--- config.mk ---
export PLATFORM = sky130hd
export DESIGN_NAME = zynq_shell_top
export DESIGN_NICKNAME = d
export VERILOG_FILES = /design/src/design/zynq_shell_pkg.sv /design/src/design/shell_csr.sv /design/src/design/mailbox_fifo.sv /design/src/design/mailbox_port.sv /design/src/design/core_io_router.sv /design/src/design/dram_remap.sv /design/src/design/zynq_shell_top.sv
export VERILOG_INCLUDE_DIRS = /design/src /design/src/design
export SDC_FILE = /design/constraint.sdc
export NUM_CORES = 1
export LEC_CHECK = 0
export BUFFER_PORTS_ARGS = -buffer_cell sky130_fd_sc_hd__buf_4
export CAP_MARGIN = 20
export CORE_AREA = 2 2 190 192
export CTS_CLUSTER_SIZE = 10
export DETAILED_ROUTE_END_ITERATION = 8
export DIE_AREA = 0 0 192 194
export PLACE_DENSITY = 0.7
export SYNTH_ARGS = -nofsm -noshare
export SYNTH_HDL_FRONTEND = slang
export SYNTH_SLANG_ARGS = --single-unit
--- constraint.sdc ---
create_clock -name aclk_i -period 6.5 [get_ports aclk_i]
set_clock_uncertainty 0.2 [all_clocks]
set_input_delay 0.325 -clock aclk_i [delete_from_list [all_inputs] [get_ports aclk_i]]
set_output_delay 0.325 -clock aclk_i [all_outputs]
set_load 0.01 [all_outputs]
--- src/design/zynq_shell_defs.svh ---
`ifndef ZYNQ_SHELL_DEFS_SVH
`define ZYNQ_SHELL_DEFS_SVH

// bus widths, host CSR port uses a narrow address
`define SHELL_ADDR_W          32
`define SHELL_DATA_W          32
`define SHELL_CSR_ADDR_W      6

// core I/O accesses below this address go to the mailbox
`define SHELL_SPLIT_ADDR      32'h0020_0000
// the core sees its DRAM starting here
`define SHELL_CORE_DRAM_BASE  32'h8000_0000

// profiler covers 1 GB of core DRAM in 8 MB regions
`define SHELL_PROFILE_REGIONS 128
`define SHELL_PROFILE_LSB     23

`define SHELL_MAILBOX_DEPTH   4

// host CSR offsets, the profiler words follow PROFILE0 at a step of 4
`define CSR_RUN               6'h00
`define CSR_ALLOC             6'h04
`define CSR_DRAM_BASE         6'h08
`define CSR_MBOX_DATA         6'h10
`define CSR_MBOX_COUNT        6'h14
`define CSR_PROFILE0          6'h20

`endif

--- src/design/zynq_shell_pkg.sv ---
`default_nettype none

`include "zynq_shell_defs.svh"

package zynq_shell_pkg;

   // address on the core I/O, external and DRAM buses
   typedef logic [`SHELL_ADDR_W-1:0] shell_addr_t;

   // one APB data word, which is also one mailbox entry
   typedef logic [`SHELL_DATA_W-1:0] shell_data_t;

   // one bit for every 8 MB region of core DRAM
   typedef logic [`SHELL_PROFILE_REGIONS-1:0] profile_map_t;

endpackage

`default_nettype wire

--- src/design/shell_csr.sv ---
`timescale 1ns/1ps
`default_nettype none

`include "zynq_shell_defs.svh"

module shell_csr
   import zynq_shell_pkg::*;
(
   input  logic                         aclk_i,
   input  logic                         rst_n_i,
   input  logic                         host_psel_i,
   input  logic                         host_penable_i,
   input  logic                         host_pwrite_i,
   input  logic [`SHELL_CSR_ADDR_W-1:0] host_paddr_i,
   input  shell_data_t                  host_pwdata_i,
   output shell_data_t                  host_prdata_o,
   output logic                         host_pready_o,
   output logic                         host_pslverr_o,
   input  shell_data_t                  mbox_count_i,
   input  shell_data_t                  mbox_data_i,
   input  profile_map_t                 profile_map_i,
   output logic                         run_o,
   output shell_data_t                  dram_base_o,
   output logic                         mbox_pop_o
);

   logic        access;
   logic        mbox_empty;
   logic        decode_err;
   logic        run_q;
   logic        alloc_q;
   shell_data_t base_q;
   shell_data_t rdata;

   // every access phase completes, so a transfer is setup plus one cycle
   assign access = host_psel_i & host_penable_i;
   assign mbox_empty = (mbox_count_i == '0);

   always_comb
   begin
      rdata = '0;
      decode_err = 1'b0;
      case (host_paddr_i)
         `CSR_RUN:       rdata = shell_data_t'(run_q);
         `CSR_ALLOC:     rdata = shell_data_t'(alloc_q);
         `CSR_DRAM_BASE: rdata = base_q;
         `CSR_MBOX_DATA:
         begin
            // popping an empty mailbox returns 0 and an error
            rdata = mbox_empty ? '0 : mbox_data_i;
            decode_err = host_pwrite_i | mbox_empty;
         end
         `CSR_MBOX_COUNT:
         begin
            rdata = mbox_count_i;
            decode_err = host_pwrite_i;
         end
         `CSR_PROFILE0, `CSR_PROFILE0 + 6'h04, `CSR_PROFILE0 + 6'h08, `CSR_PROFILE0 + 6'h0c:
         begin
            // address bits 3:2 pick the profiler word, lowest regions first
            rdata = profile_map_i[host_paddr_i[3:2]*`SHELL_DATA_W +: `SHELL_DATA_W];
            decode_err = host_pwrite_i;
         end
         default:        decode_err = 1'b1;
      endcase
   end

   assign host_prdata_o = rdata;
   assign host_pready_o = access;
   assign host_pslverr_o = access & decode_err;
   assign mbox_pop_o = access & ~host_pwrite_i & ~mbox_empty &
                       (host_paddr_i == `CSR_MBOX_DATA);
   assign run_o = run_q;
   assign dram_base_o = base_q;

   always_ff @(posedge aclk_i or negedge rst_n_i)
   begin
      if (!rst_n_i)
      begin
         run_q <= 1'b0;
         alloc_q <= 1'b0;
         base_q <= '0;
      end
      else if (access && host_pwrite_i && !decode_err)
      begin
         case (host_paddr_i)
            `CSR_RUN:       run_q <= host_pwdata_i[0];
            `CSR_ALLOC:     alloc_q <= host_pwdata_i[0];
            `CSR_DRAM_BASE: base_q <= host_pwdata_i;
            default:        ;
         endcase
      end
   end

endmodule

`default_nettype wire

--- src/design/mailbox_fifo.sv ---
`timescale 1ns/1ps
`default_nettype none

module mailbox_fifo
   import zynq_shell_pkg::*;
#(
   parameter int depth_p = 4
)
(
   input  logic        aclk_i,
   input  logic        rst_n_i,
   input  logic        push_i,
   input  shell_data_t push_data_i,
   input  logic        pop_i,
   output shell_data_t head_data_o,
   output shell_data_t count_o,
   output logic        full_o
);

   localparam int ptr_w_lp = (depth_p > 1) ? $clog2(depth_p) : 1;
   localparam int cnt_w_lp = $clog2(depth_p + 1);

   shell_data_t         mem_q [depth_p];
   logic [ptr_w_lp-1:0] wr_ptr_q;
   logic [ptr_w_lp-1:0] rd_ptr_q;
   logic [cnt_w_lp-1:0] count_q;
   logic                do_push;
   logic                do_pop;

   // pointers wrap at the depth, which need not be a power of two
   function automatic logic [ptr_w_lp-1:0] next_ptr(input logic [ptr_w_lp-1:0] ptr);
      return (ptr == ptr_w_lp'(depth_p - 1)) ? '0 : ptr + 1'b1;
   endfunction

   assign full_o = (count_q == cnt_w_lp'(depth_p));
   assign do_push = push_i & ~full_o;
   assign do_pop = pop_i & (count_q != '0);
   assign head_data_o = mem_q[rd_ptr_q];
   assign count_o = shell_data_t'(count_q);

   always_ff @(posedge aclk_i)
   begin
      if (do_push)
      begin
         mem_q[wr_ptr_q] <= push_data_i;
      end
   end

   always_ff @(posedge aclk_i or negedge rst_n_i)
   begin
      if (!rst_n_i)
      begin
         wr_ptr_q <= '0;
         rd_ptr_q <= '0;
         count_q <= '0;
      end
      else
      begin
         if (do_push)
         begin
            wr_ptr_q <= next_ptr(wr_ptr_q);
         end
         if (do_pop)
         begin
            rd_ptr_q <= next_ptr(rd_ptr_q);
         end
         if (do_push && !do_pop)
         begin
            count_q <= count_q + 1'b1;
         end
         else if (do_pop && !do_push)
         begin
            count_q <= count_q - 1'b1;
         end
      end
   end

endmodule

`default_nettype wire

--- src/design/mailbox_port.sv ---
`timescale 1ns/1ps
`default_nettype none

module mailbox_port
   import zynq_shell_pkg::*;
(
   input  logic        aclk_i,
   input  logic        rst_n_i,
   input  logic        psel_i,
   input  logic        penable_i,
   input  logic        pwrite_i,
   input  shell_data_t pwdata_i,
   input  logic        full_i,
   output shell_data_t prdata_o,
   output logic        pready_o,
   output logic        pslverr_o,
   output logic        push_o,
   output shell_data_t push_data_o
);

   // set by a setup phase, so a penable that did not follow one is ignored
   logic setup_q;
   logic access;

   assign access = psel_i & penable_i & setup_q;

   // writes wait for a free entry, reads have no FIFO behind them and fail at once
   assign pready_o = access & ~(pwrite_i & full_i);
   assign pslverr_o = access & ~pwrite_i;
   assign prdata_o = '0;
   assign push_o = access & pwrite_i & ~full_i;
   assign push_data_o = pwdata_i;

   always_ff @(posedge aclk_i or negedge rst_n_i)
   begin
      if (!rst_n_i)
      begin
         setup_q <= 1'b0;
      end
      else if (psel_i && !penable_i)
      begin
         setup_q <= 1'b1;
      end
      else if (pready_o || !psel_i)
      begin
         setup_q <= 1'b0;
      end
   end

endmodule

`default_nettype wire

--- src/design/core_io_router.sv ---
`timescale 1ns/1ps
`default_nettype none

`include "zynq_shell_defs.svh"

module core_io_router
   import zynq_shell_pkg::*;
(
   input  logic        core_io_psel_i,
   input  logic        core_io_penable_i,
   input  logic        core_io_pwrite_i,
   input  shell_addr_t core_io_paddr_i,
   input  shell_data_t core_io_pwdata_i,
   output shell_data_t core_io_prdata_o,
   output logic        core_io_pready_o,
   output logic        core_io_pslverr_o,
   output logic        ext_psel_o,
   output logic        ext_penable_o,
   output logic        ext_pwrite_o,
   output shell_addr_t ext_paddr_o,
   output shell_data_t ext_pwdata_o,
   input  shell_data_t ext_prdata_i,
   input  logic        ext_pready_i,
   input  logic        ext_pslverr_i,
   output logic        mbox_psel_o,
   output logic        mbox_penable_o,
   output logic        mbox_pwrite_o,
   output shell_data_t mbox_pwdata_o,
   input  shell_data_t mbox_prdata_i,
   input  logic        mbox_pready_i,
   input  logic        mbox_pslverr_i
);

   logic to_ext;

   // the address is held for the whole transfer, so the choice is stable too
   assign to_ext = (core_io_paddr_i >= `SHELL_SPLIT_ADDR);

   assign ext_psel_o = core_io_psel_i & to_ext;
   assign ext_penable_o = core_io_penable_i & to_ext;
   assign ext_pwrite_o = core_io_pwrite_i;
   assign ext_paddr_o = core_io_paddr_i;
   assign ext_pwdata_o = core_io_pwdata_i;

   assign mbox_psel_o = core_io_psel_i & ~to_ext;
   assign mbox_penable_o = core_io_penable_i & ~to_ext;
   assign mbox_pwrite_o = core_io_pwrite_i;
   assign mbox_pwdata_o = core_io_pwdata_i;

   assign core_io_prdata_o = to_ext ? ext_prdata_i : mbox_prdata_i;
   assign core_io_pready_o = to_ext ? ext_pready_i : mbox_pready_i;
   assign core_io_pslverr_o = to_ext ? ext_pslverr_i : mbox_pslverr_i;

endmodule

`default_nettype wire

--- src/design/dram_remap.sv ---
`timescale 1ns/1ps
`default_nettype none

`include "zynq_shell_defs.svh"

module dram_remap
   import zynq_shell_pkg::*;
(
   input  logic         aclk_i,
   input  logic         rst_n_i,
   input  logic         core_rst_n_i,
   input  shell_data_t  dram_base_i,
   input  logic         core_dram_psel_i,
   input  logic         core_dram_penable_i,
   input  logic         core_dram_pwrite_i,
   input  shell_addr_t  core_dram_paddr_i,
   input  shell_data_t  core_dram_pwdata_i,
   output shell_data_t  core_dram_prdata_o,
   output logic         core_dram_pready_o,
   output logic         core_dram_pslverr_o,
   output logic         dram_psel_o,
   output logic         dram_penable_o,
   output logic         dram_pwrite_o,
   output shell_addr_t  dram_paddr_o,
   output shell_data_t  dram_pwdata_o,
   input  shell_data_t  dram_prdata_i,
   input  logic         dram_pready_i,
   input  logic         dram_pslverr_i,
   output profile_map_t profile_map_o
);

   localparam int idx_w_lp = $clog2(`SHELL_PROFILE_REGIONS);

   profile_map_t        map_q;
   logic [idx_w_lp-1:0] region;

   // strip the core DRAM base and move into the buffer the host allocated
   assign dram_paddr_o = (core_dram_paddr_i ^ `SHELL_CORE_DRAM_BASE) + dram_base_i;
   assign dram_psel_o = core_dram_psel_i;
   assign dram_penable_o = core_dram_penable_i;
   assign dram_pwrite_o = core_dram_pwrite_i;
   assign dram_pwdata_o = core_dram_pwdata_i;
   assign core_dram_prdata_o = dram_prdata_i;
   assign core_dram_pready_o = dram_pready_i;
   assign core_dram_pslverr_o = dram_pslverr_i;

   // bit 31 is the base bit removed above, so bits 29:23 name the region
   assign region = core_dram_paddr_i[`SHELL_PROFILE_LSB +: idx_w_lp];
   assign profile_map_o = map_q;

   always_ff @(posedge aclk_i or negedge rst_n_i)
   begin
      if (!rst_n_i)
      begin
         map_q <= '0;
      end
      else if (!core_rst_n_i)
      begin
         map_q <= '0;
      end
      else if (core_dram_psel_i && !core_dram_penable_i)
      begin
         map_q[region] <= 1'b1;
      end
   end

endmodule

`default_nettype wire

--- src/design/zynq_shell_top.sv ---
`timescale 1ns/1ps
`default_nettype none

`include "zynq_shell_defs.svh"

module zynq_shell_top
   import zynq_shell_pkg::*;
(
   input  logic                         aclk_i,
   input  logic                         rst_n_i,
   input  logic                         host_psel_i,
   input  logic                         host_penable_i,
   input  logic                         host_pwrite_i,
   input  logic [`SHELL_CSR_ADDR_W-1:0] host_paddr_i,
   input  shell_data_t                  host_pwdata_i,
   output shell_data_t                  host_prdata_o,
   output logic                         host_pready_o,
   output logic                         host_pslverr_o,
   input  logic                         core_io_psel_i,
   input  logic                         core_io_penable_i,
   input  logic                         core_io_pwrite_i,
   input  shell_addr_t                  core_io_paddr_i,
   input  shell_data_t                  core_io_pwdata_i,
   output shell_data_t                  core_io_prdata_o,
   output logic                         core_io_pready_o,
   output logic                         core_io_pslverr_o,
   output logic                         ext_psel_o,
   output logic                         ext_penable_o,
   output logic                         ext_pwrite_o,
   output shell_addr_t                  ext_paddr_o,
   output shell_data_t                  ext_pwdata_o,
   input  shell_data_t                  ext_prdata_i,
   input  logic                         ext_pready_i,
   input  logic                         ext_pslverr_i,
   input  logic                         core_dram_psel_i,
   input  logic                         core_dram_penable_i,
   input  logic                         core_dram_pwrite_i,
   input  shell_addr_t                  core_dram_paddr_i,
   input  shell_data_t                  core_dram_pwdata_i,
   output shell_data_t                  core_dram_prdata_o,
   output logic                         core_dram_pready_o,
   output logic                         core_dram_pslverr_o,
   output logic                         dram_psel_o,
   output logic                         dram_penable_o,
   output logic                         dram_pwrite_o,
   output shell_addr_t                  dram_paddr_o,
   output shell_data_t                  dram_pwdata_o,
   input  shell_data_t                  dram_prdata_i,
   input  logic                         dram_pready_i,
   input  logic                         dram_pslverr_i,
   output logic                         core_rst_n_o
);

   logic         run;
   shell_data_t  dram_base;
   profile_map_t profile_map;
   logic         mbox_psel;
   logic         mbox_penable;
   logic         mbox_pwrite;
   shell_data_t  mbox_pwdata;
   shell_data_t  mbox_prdata;
   logic         mbox_pready;
   logic         mbox_pslverr;
   logic         fifo_push;
   shell_data_t  fifo_push_data;
   logic         fifo_pop;
   shell_data_t  fifo_head;
   shell_data_t  fifo_count;
   logic         fifo_full;

   // the core stays in reset until the host sets run, so a new program can
   // be started without reloading the FPGA
   assign core_rst_n_o = rst_n_i & run;

   shell_csr u_shell_csr (
      .*,
      .mbox_count_i(fifo_count), .mbox_data_i(fifo_head), .profile_map_i(profile_map),
      .run_o(run), .dram_base_o(dram_base), .mbox_pop_o(fifo_pop)
   );

   core_io_router u_core_io_router (
      .*,
      .mbox_psel_o(mbox_psel), .mbox_penable_o(mbox_penable),
      .mbox_pwrite_o(mbox_pwrite), .mbox_pwdata_o(mbox_pwdata),
      .mbox_prdata_i(mbox_prdata), .mbox_pready_i(mbox_pready),
      .mbox_pslverr_i(mbox_pslverr)
   );

   mailbox_port u_mailbox_port (
      .aclk_i(aclk_i), .rst_n_i(rst_n_i),
      .psel_i(mbox_psel), .penable_i(mbox_penable), .pwrite_i(mbox_pwrite),
      .pwdata_i(mbox_pwdata), .full_i(fifo_full),
      .prdata_o(mbox_prdata), .pready_o(mbox_pready), .pslverr_o(mbox_pslverr),
      .push_o(fifo_push), .push_data_o(fifo_push_data)
   );

   mailbox_fifo #(.depth_p(`SHELL_MAILBOX_DEPTH)) u_mailbox_fifo (
      .aclk_i(aclk_i), .rst_n_i(rst_n_i),
      .push_i(fifo_push), .push_data_i(fifo_push_data), .pop_i(fifo_pop),
      .head_data_o(fifo_head), .count_o(fifo_count), .full_o(fifo_full)
   );

   dram_remap u_dram_remap (
      .*,
      .core_rst_n_i(core_rst_n_o), .dram_base_i(dram_base), .profile_map_o(profile_map)
   );

endmodule

`default_nettype wire

==> impl_results.md, run 1 <==
* Max-slew violations at 0
* Maximum ir drop on the vdd rail at 272.7 uV
* Cell taking the most area after synthesis: sky130_fd_sc_hd__dfrtp_1
* Total number of nets in the final design at 1,847
* First-pass detailed-route iteration total at 5
* Clock buffer count from CTS at 36
* Path type of the worst min-delay path: in2reg
* Most used standard cells in the synthesized netlist: sky130_fd_sc_hd__nor2_1, sky130_fd_sc_hd__dfrtp_1, sky130_fd_sc_hd__a21oi_1
* Proportion of netlist area held by the largest area contributor at 0.2767
* Average routed wire per standard cell at 24.75 microns
* Main synth FF type: sky130_fd_sc_hd__dfrtp_1
* First-pass GRT wire length at 73.15 mm
* Main area contributors after synthesis: sky130_fd_sc_hd__dfrtp_1, sky130_fd_sc_hd__edfxtp_1, sky130_fd_sc_hd__mux4_2
* Setup repair after global routing missed its margin: no
* Capture instance of the worst register-to-register path: u_mailbox_fifo.count_q[1]
* Number of vias in the routed layout at 11,520
* Worst EP required at 5.97 ns
* Total Routing Usage GR at 0.2660
* Setup crit end: dram_paddr_o[30]
* Maximum number of pins on one net before global-route repair at 90
* Number of register bits inferred by synthesis at 298
* Transition time at the pin with the least slew margin at 1.025 ns
* Part of the Yosys area used for sequential elements at 0.5266
* Antenna violations before repair at 4
* Static leakage at 7.984 nW
* Fraction of the cycle the final worst path needs at 0.5585
* Number of clock sinks at 298
* Launch point of the worst path: u_shell_csr.dram_base_o[0]
* Max_slew headroom at 0.3144
* Number of setup buffers added after CTS at 0
* Via count of the first global-routing pass at 11,350
* Number of buffer cells added on primary ports at 305
* Die Y at 194 microns
* Storage cell area at 0.008100 sq mm
* Number of failing hold endpoints at the final stage at 0
* Die footprint at 0.03725 sq mm
* EDFF count, synth at 128
* Max Cap Viol at 0
* Hold-fix buffer count after cts at 67
* Total area of multi-input combinational cells at 0.005992 sq mm
* Distinct cell type count after synthesis at 63
* Total congestion overflow at 0
* Number of placement rows at 69
* Final routed DRC violation total at 0
* Worst setup path class: reg2out
* Relative area change from synthesis to final layout at 23.01%
* ANT nets after route at 0
* Initial cell density of the core at 0.4365
* Mean instance size in the synthesized netlist at 11.64 sq um
* Worst-case register-to-register setup slack at 3.67 ns
* TritonCTS clock tree: built
* Most instantiated library cell after synthesis: sky130_fd_sc_hd__nor2_1
* Total Power Consumption at 4.295 mW
* Min Tclk post-route at 3.630 ns
* Total inserted antenna cells at 0
* Outcome: completed
* Cells on worst reg2reg path at 9
* Clock latency reported for the late side of the worst-skew pair at 0.50 ns
* Synthesized cell area at 0.01538 sq mm
* DP HPWL at 37.83 mm
* Startpoint of the most critical register-to-register path: u_mailbox_fifo.count_q[0]
* Final number of setup-violating endpoints at 0
* Final RePlAce weighted congestion at 0.9370
* Highest net fanout along the worst path at 3
* Endpoint type of the worst setup path: primary output
* Final design instance area without fill at 0.01891 sq mm
* Arrival time worst endpoint at 3.11 ns
* Areal power density over the cells at 227.1 mW/mm^2
* Setup TNS at 0 ns
* Via/cell ratio at 5.637
* Total number of yosys warnings at 0
* Synthesized Nets at 1,605
* Placement Cell Area at 0.01714 sq mm
* Final routed wirelength across all metal layers at 50.59 mm
* Count of routing violations after the opening detailed-route iteration at 1,355
* Fraction of registers with async set or reset after synthesis at 0.5705
* Share of layout cells above drive strength 1 at 0.2956
* Gate count after technology mapping at 1,321
* Overall die width at 192 microns
* Count of H-tree levels built during CTS at 2
* Post-CTS Resized at 0
* Peak clock frequency supported by timing at 275.5 MHz
* Clock buffer depth at 3
* CTS clock-pin slew for the worst setup and hold paths at 0.05 ns
* Number of placed I/O pins at 482
* Sort of element at the start of the critical path: register
* CTS root buffer: sky130_fd_sc_hd__clkbuf_16
* Layout fillers at 2,971
* Core Util, Final at 0.5370
* Total core area at 0.03522 sq mm
[worst max-delay path, cell delays in order, from the launching register on]
cell	delay [ns]
sky130_fd_sc_hd__dfrtp_1	0.37
sky130_fd_sc_hd__ha_1	0.22
sky130_fd_sc_hd__inv_1	0.07
sky130_fd_sc_hd__fa_1	0.41
sky130_fd_sc_hd__nor2b_1	0.17
sky130_fd_sc_hd__o211ai_1	0.14
sky130_fd_sc_hd__a21bo_2	0.26
sky130_fd_sc_hd__and3_4	0.20
sky130_fd_sc_hd__o31ai_1	0.33
sky130_fd_sc_hd__a31oi_1	0.15
sky130_fd_sc_hd__xnor2_1	0.15
sky130_fd_sc_hd__buf_4	0.14
[layout make-up]
cell class                 instances  area share
inverter                          13    0.002580
sequential                       298      0.4283
clock buffer                      55     0.05358
multi-input combinational        818      0.3168
timing repair buffer             396      0.1667
tap                              461     0.03050
clock inverter                     3    0.001588
[flip-flops by register name, indices dropped and copies added, names as in the netlist]
signal / count
u_dram_remap.profile_map_o: 128
u_mailbox_fifo.count_q: 3
u_mailbox_fifo.mem_q: 128
u_mailbox_fifo.rd_ptr_q: 2
u_mailbox_fifo.wr_ptr_q: 2
u_mailbox_port.setup_q: 1
u_shell_csr.alloc_q: 1
u_shell_csr.dram_base_o: 32
u_shell_csr.run_o: 1
[worst min path at each step]
stage                                      end  depth (start not counted)           from
6_report            u_mailbox_fifo.rd_ptr_q[1]                          3  host_pwrite_i
5_1_grt             u_mailbox_fifo.rd_ptr_q[0]                          3  host_pwrite_i
2_1_floorplan    u_dram_remap.profile_map_o[0]                          0        rst_n_i
4_1_cts             u_mailbox_fifo.rd_ptr_q[1]                          3  host_pwrite_i
3_5_place_dp   u_dram_remap.profile_map_o[114]                          1        rst_n_i
3_3_place_gp    u_dram_remap.profile_map_o[95]                          1        rst_n_i
[stage by stage]
| step | cells | hold slack [ns] | setup slack, ns |
|---|---|---|---|
| 5_1_grt | 2044 | 0.03693 | 2.691 |
| 2_1_floorplan | 1321 | -0.1706 | 3.797 |
| 3_5_place_dp | 1913 | 0.1187 | 2.670 |
| 3_3_place_gp | 1911 | 0.1108 | 2.844 |
| 4_1_cts | 2038 | 0.01768 | 2.849 |
| 6_report | 2044 | 0.03388 | 2.870 |
[logic make-up after synthesis]
kind of cell,share of synthesized area
AND/OR/NAND/NOR,0.1107
flip-flops,0.5267
AO/OA/AOI/OAI,0.1049
buffers and inverters,0.08536
multiplexers,0.1215
adder cells (fa/ha/maj),0.03271
XOR/XNOR,0.01823
[cells in the final DEF (no fill, tap or decap), types with 7 or more instances in the layout]
cell type / count
sky130_fd_sc_hd__mux2_2: 9
sky130_fd_sc_hd__mux2_1: 28
sky130_fd_sc_hd__a31oi_1: 8
sky130_fd_sc_hd__a21o_1: 9
sky130_fd_sc_hd__nor3_1: 15
sky130_fd_sc_hd__nand3_1: 7
sky130_fd_sc_hd__edfxtp_1: 128
sky130_fd_sc_hd__dfrtp_1: 168
sky130_fd_sc_hd__dlygate4sd3_1: 67
sky130_fd_sc_hd__buf_4: 322
sky130_fd_sc_hd__o211ai_1: 7
sky130_fd_sc_hd__a21oi_1: 149
sky130_fd_sc_hd__nor2_1: 175
sky130_fd_sc_hd__xor2_1: 13
sky130_fd_sc_hd__clkbuf_16: 37
sky130_fd_sc_hd__a22oi_1: 34
sky130_fd_sc_hd__nand2b_1: 9
sky130_fd_sc_hd__ha_1: 37
sky130_fd_sc_hd__inv_1: 13
sky130_fd_sc_hd__o21ai_0: 20
sky130_fd_sc_hd__xnor2_1: 19
sky130_fd_sc_hd__clkbuf_1: 16
sky130_fd_sc_hd__mux4_2: 64
sky130_fd_sc_hd__and2_1: 40
sky130_fd_sc_hd__nand2_1: 100
[metal layers]
metal	vias up	share of wire	wire length [microns]	global-route usage
met1	5608	0.38	19100	0.3437
met4	0	0.039	1965	0.09160
met2	705	0.48	24040	0.4329
met3	90	0.11	5481	0.07113
met5	-	0	0	0.002653
li1	5120	-	-	-
[where the power goes]
group	switching [mW]	leakage (nW)	total [mW]	internal [mW]
combinational	0.265	3.98	0.503	0.238
clock	0.731	0.505	1.80	1.07
sequential	0.0140	3.50	1.99	1.98
Power figures use the tool's default switching activity.
==> run 2: changes to the inputs <==
Clock period 6.5 ns to 3.44 ns, I/O delays scaled along.
==> run 2 against run 1 <==
Die area stayed put. Largest power group unchanged. Critical path depth fell by 2. Sequential share of layout area fell by 0.49 points. Utilization is 0.61 points higher. Count of clock-buffer cells in the layout down 2. Sequential power rose by 89%. Register-to-register slack worse by 2.8 ns. Setup slack got worse by 2.7 ns. Critical endpoint is now dram_paddr_o[28]. Critical path type unchanged. Non-clock buffer count rose by 21. Cell count up 0.88%. Largest cell class unchanged. Routed wire length rose by 2.9%. Global-route usage up 1.0 points.
==> impl_results.md, run 2 (synthesis gave the netlist of run 1 again) <==
* Outcome: completed
* Post-route worst hold slack at 0.01752 ns (-0.01636 ns)
* First-pass detailed-route iteration total at 5 (unchanged)
* Final number of setup-violating endpoints at 0 (unchanged)
* Endpoint type of the worst setup path: primary output
* Number of failing hold endpoints at the final stage at 0 (unchanged)
* ANT nets after route at 0 (unchanged)
* Number of clock sinks at 298 (unchanged)
* Commonest non-fill, non-tap cell in the layout: sky130_fd_sc_hd__buf_4
* Path type of the worst min-delay path: in2reg
* Placed cells at 1,920 (+0.37%)
* Max-slew violations at 0 (unchanged)
* Die footprint at 0.03725 sq mm (unchanged)
* Maximum ir drop on the vdd rail at 397.3 uV (+46%)
* TritonCTS clock tree: built
* Share of layout cells above drive strength 1 at 0.3017 (+0.006045)
* DP HPWL at 38.48 mm (+1.7%)
* Initial cell density of the core at 0.4365 (unchanged)
* Antenna violations before repair at 5 (+1)
* Peak clock frequency supported by timing at 302.7 MHz
* Final routed DRC violation total at 0 (unchanged)
* Storage cell area at 0.008099 sq mm (about the same)
* Worst EP required at 3.07 ns (-2.90 ns)
* Fraction of the cycle the final worst path needs at 0.9604
* Die Y at 194 microns (unchanged)
* Max Cap Viol at 0 (unchanged)
* Final routed wirelength across all metal layers at 52.06 mm (+2.9%)
* Average routed wire per standard cell at 25.25 microns (+2.0%)
* Number of vias in the routed layout at 11,520 (unchanged)
* Clock buffer depth at 3 (unchanged)
* First-pass GRT wire length at 75.30 mm (+2.9%)
* Total area of multi-input combinational cells at 0.006050 sq mm (+0.96%)
* Least setup slack across all paths after layout at 0.1362 ns (-2.733 ns)
* Number of placement rows at 69 (unchanged)
* Leading cell types in the layout, fill and taps excluded: sky130_fd_sc_hd__buf_4, sky130_fd_sc_hd__nor2_1, sky130_fd_sc_hd__dfrtp_1
* CTS root buffer: sky130_fd_sc_hd__clkbuf_16
* Maximum number of pins on one net before global-route repair at 171 (+90%)
* Sort of element at the start of the critical path: register
* Static leakage at 8.063 nW (+0.98%)
* Total core area at 0.03522 sq mm (unchanged)
* Number of placed I/O pins at 482 (unchanged)
* Count of routing violations after the opening detailed-route iteration at 1,192 (-12%)
* Number of buffer cells added on primary ports at 305 (unchanged)
* Via/cell ratio at 5.588 (-0.87%)
* Clock latency reported for the late side of the worst-skew pair at 0.52 ns (+0.02 ns)
* Total Routing Usage GR at 0.2760 (+0.009968)
* Total inserted antenna cells at 0 (unchanged)
* Total number of nets in the final design at 1,867 (+1.1%)
* Layout fillers at 3,047 (+2.6%)
* Relative area change from synthesis to final layout at 24.40%
* Total congestion overflow at 0 (unchanged)
* Number of standard cells in the final layout excluding fillers at 2,062 (+0.88%)
* Areal power density over the cells at 420.6 mW/mm^2 (+85%)
* Final RePlAce weighted congestion at 0.9109 (-2.8%)
* Max_slew headroom at 0.2943 (-0.02011)
* Min Tclk post-route at 3.304 ns
* Arrival time worst endpoint at 2.93 ns (-0.18 ns)
* Transition time at the pin with the least slew margin at 1.059 ns (+0.03395 ns)
* Highest net fanout along the worst path at 5 (+2)
* CTS clock-pin slew for the worst setup and hold paths at 0.06 ns (about the same)
* Overall die width at 192 microns (unchanged)
* Via count of the first global-routing pass at 11,630 (+2.4%)
* Worst setup path class: reg2out
* Clock buffer count from CTS at 35 (-2.8%)
* Count of H-tree levels built during CTS at 2 (unchanged)
* Total Power Consumption at 8.045 mW (+87%)
* Post-Place Setup Slack at 0.5597 ns (-2.110 ns)
-- run 2: cell count changes in the layout (fill, tap and decap cells not counted), sizes merged --
| cell | delta |
|---|---|
| dlygate4sd3 | +15 |
| buf | +7 |
| clkbuf | -3 |
| clkinv | -1 |
-- run 2: report_power, final --
| group | switching (mW) | leakage (nW) | internal (mW) |
|---|---|---|---|
| registers | 0.0213 | 3.50 | 3.74 |
| logic | 0.524 | 4.08 | 0.468 |
| clock network | 1.37 | 0.475 | 1.92 |
-- run 2: path summary, 6_finish.rpt --
kind	start	endpoint	slack (ns)	cells past startpoint
worst max-delay path	u_shell_csr.dram_base_o[8]	dram_paddr_o[28]	0.14	9
worst min-delay path	host_paddr_i[1]	u_shell_csr.run_o	0.02	4
worst max register to register	u_mailbox_fifo.count_q[1]	u_mailbox_fifo.count_q[2]	0.92	10
worst min register to register	u_dram_remap.profile_map_o[78]	u_dram_remap.profile_map_o[78]	0.29	2
max in group asynchronous	rst_n_i	u_mailbox_fifo.rd_ptr_q[0]	1.99	3
min in group asynchronous	rst_n_i	u_dram_remap.profile_map_o[27]	0.12	3
-- run 2: layout make-up --
cell class / count / share of cell area
sequential: 298 / 0.4234
multi-input combinational: 818 / 0.3163
timing repair buffer: 417 / 0.1759
clock buffer: 53 / 0.05043
tap: 461 / 0.03015
inverter: 13 / 0.002551
clock inverter: 2 / 0.001308
-- run 2: what timing repair did --
item                                   in CTS  in global routing
setup buffers                               0                  3
hold buffers                               82                  0
gates resized for setup                     0                 15
endpoints found under the hold margin     360                  0
setup endpoints to repair                   0                  7
-- run 2: layer usage --
layer / global-route usage / vias to the layer above / part of all wire
met2: 0.4358 / 614 / 0.47
met5: 0 / - / 0.0010
li1: - / 5153 / -
met3: 0.09303 / 110 / 0.11
met4: 0.1018 / 8 / 0.039
met1: 0.3532 / 5638 / 0.38
-- run 2: metrics by stage --
stage	cell area (sq um)	utilization	TNS (ns)
finish	19130	0.5431	0
global route	19130	0.5431	-0.007301
CTS	19030	0.5404	0
detailed placement	17220	0.4890	0
global placement	17220	0.4890	0
floorplan	15380	-	0
-- run 2: critical path: stages (launching register included) --
cell and delay (ns):
sky130_fd_sc_hd__dfrtp_1 0.41, sky130_fd_sc_hd__ha_1 0.36, sky130_fd_sc_hd__and3_2 0.26, sky130_fd_sc_hd__nor4b_2 0.16, sky130_fd_sc_hd__a21bo_2 0.24, sky130_fd_sc_hd__nand2_2 0.09, sky130_fd_sc_hd__a22o_2 0.29, sky130_fd_sc_hd__a2111oi_4 0.37
sky130_fd_sc_hd__a311oi_2 0.08, sky130_fd_sc_hd__buf_4 0.17
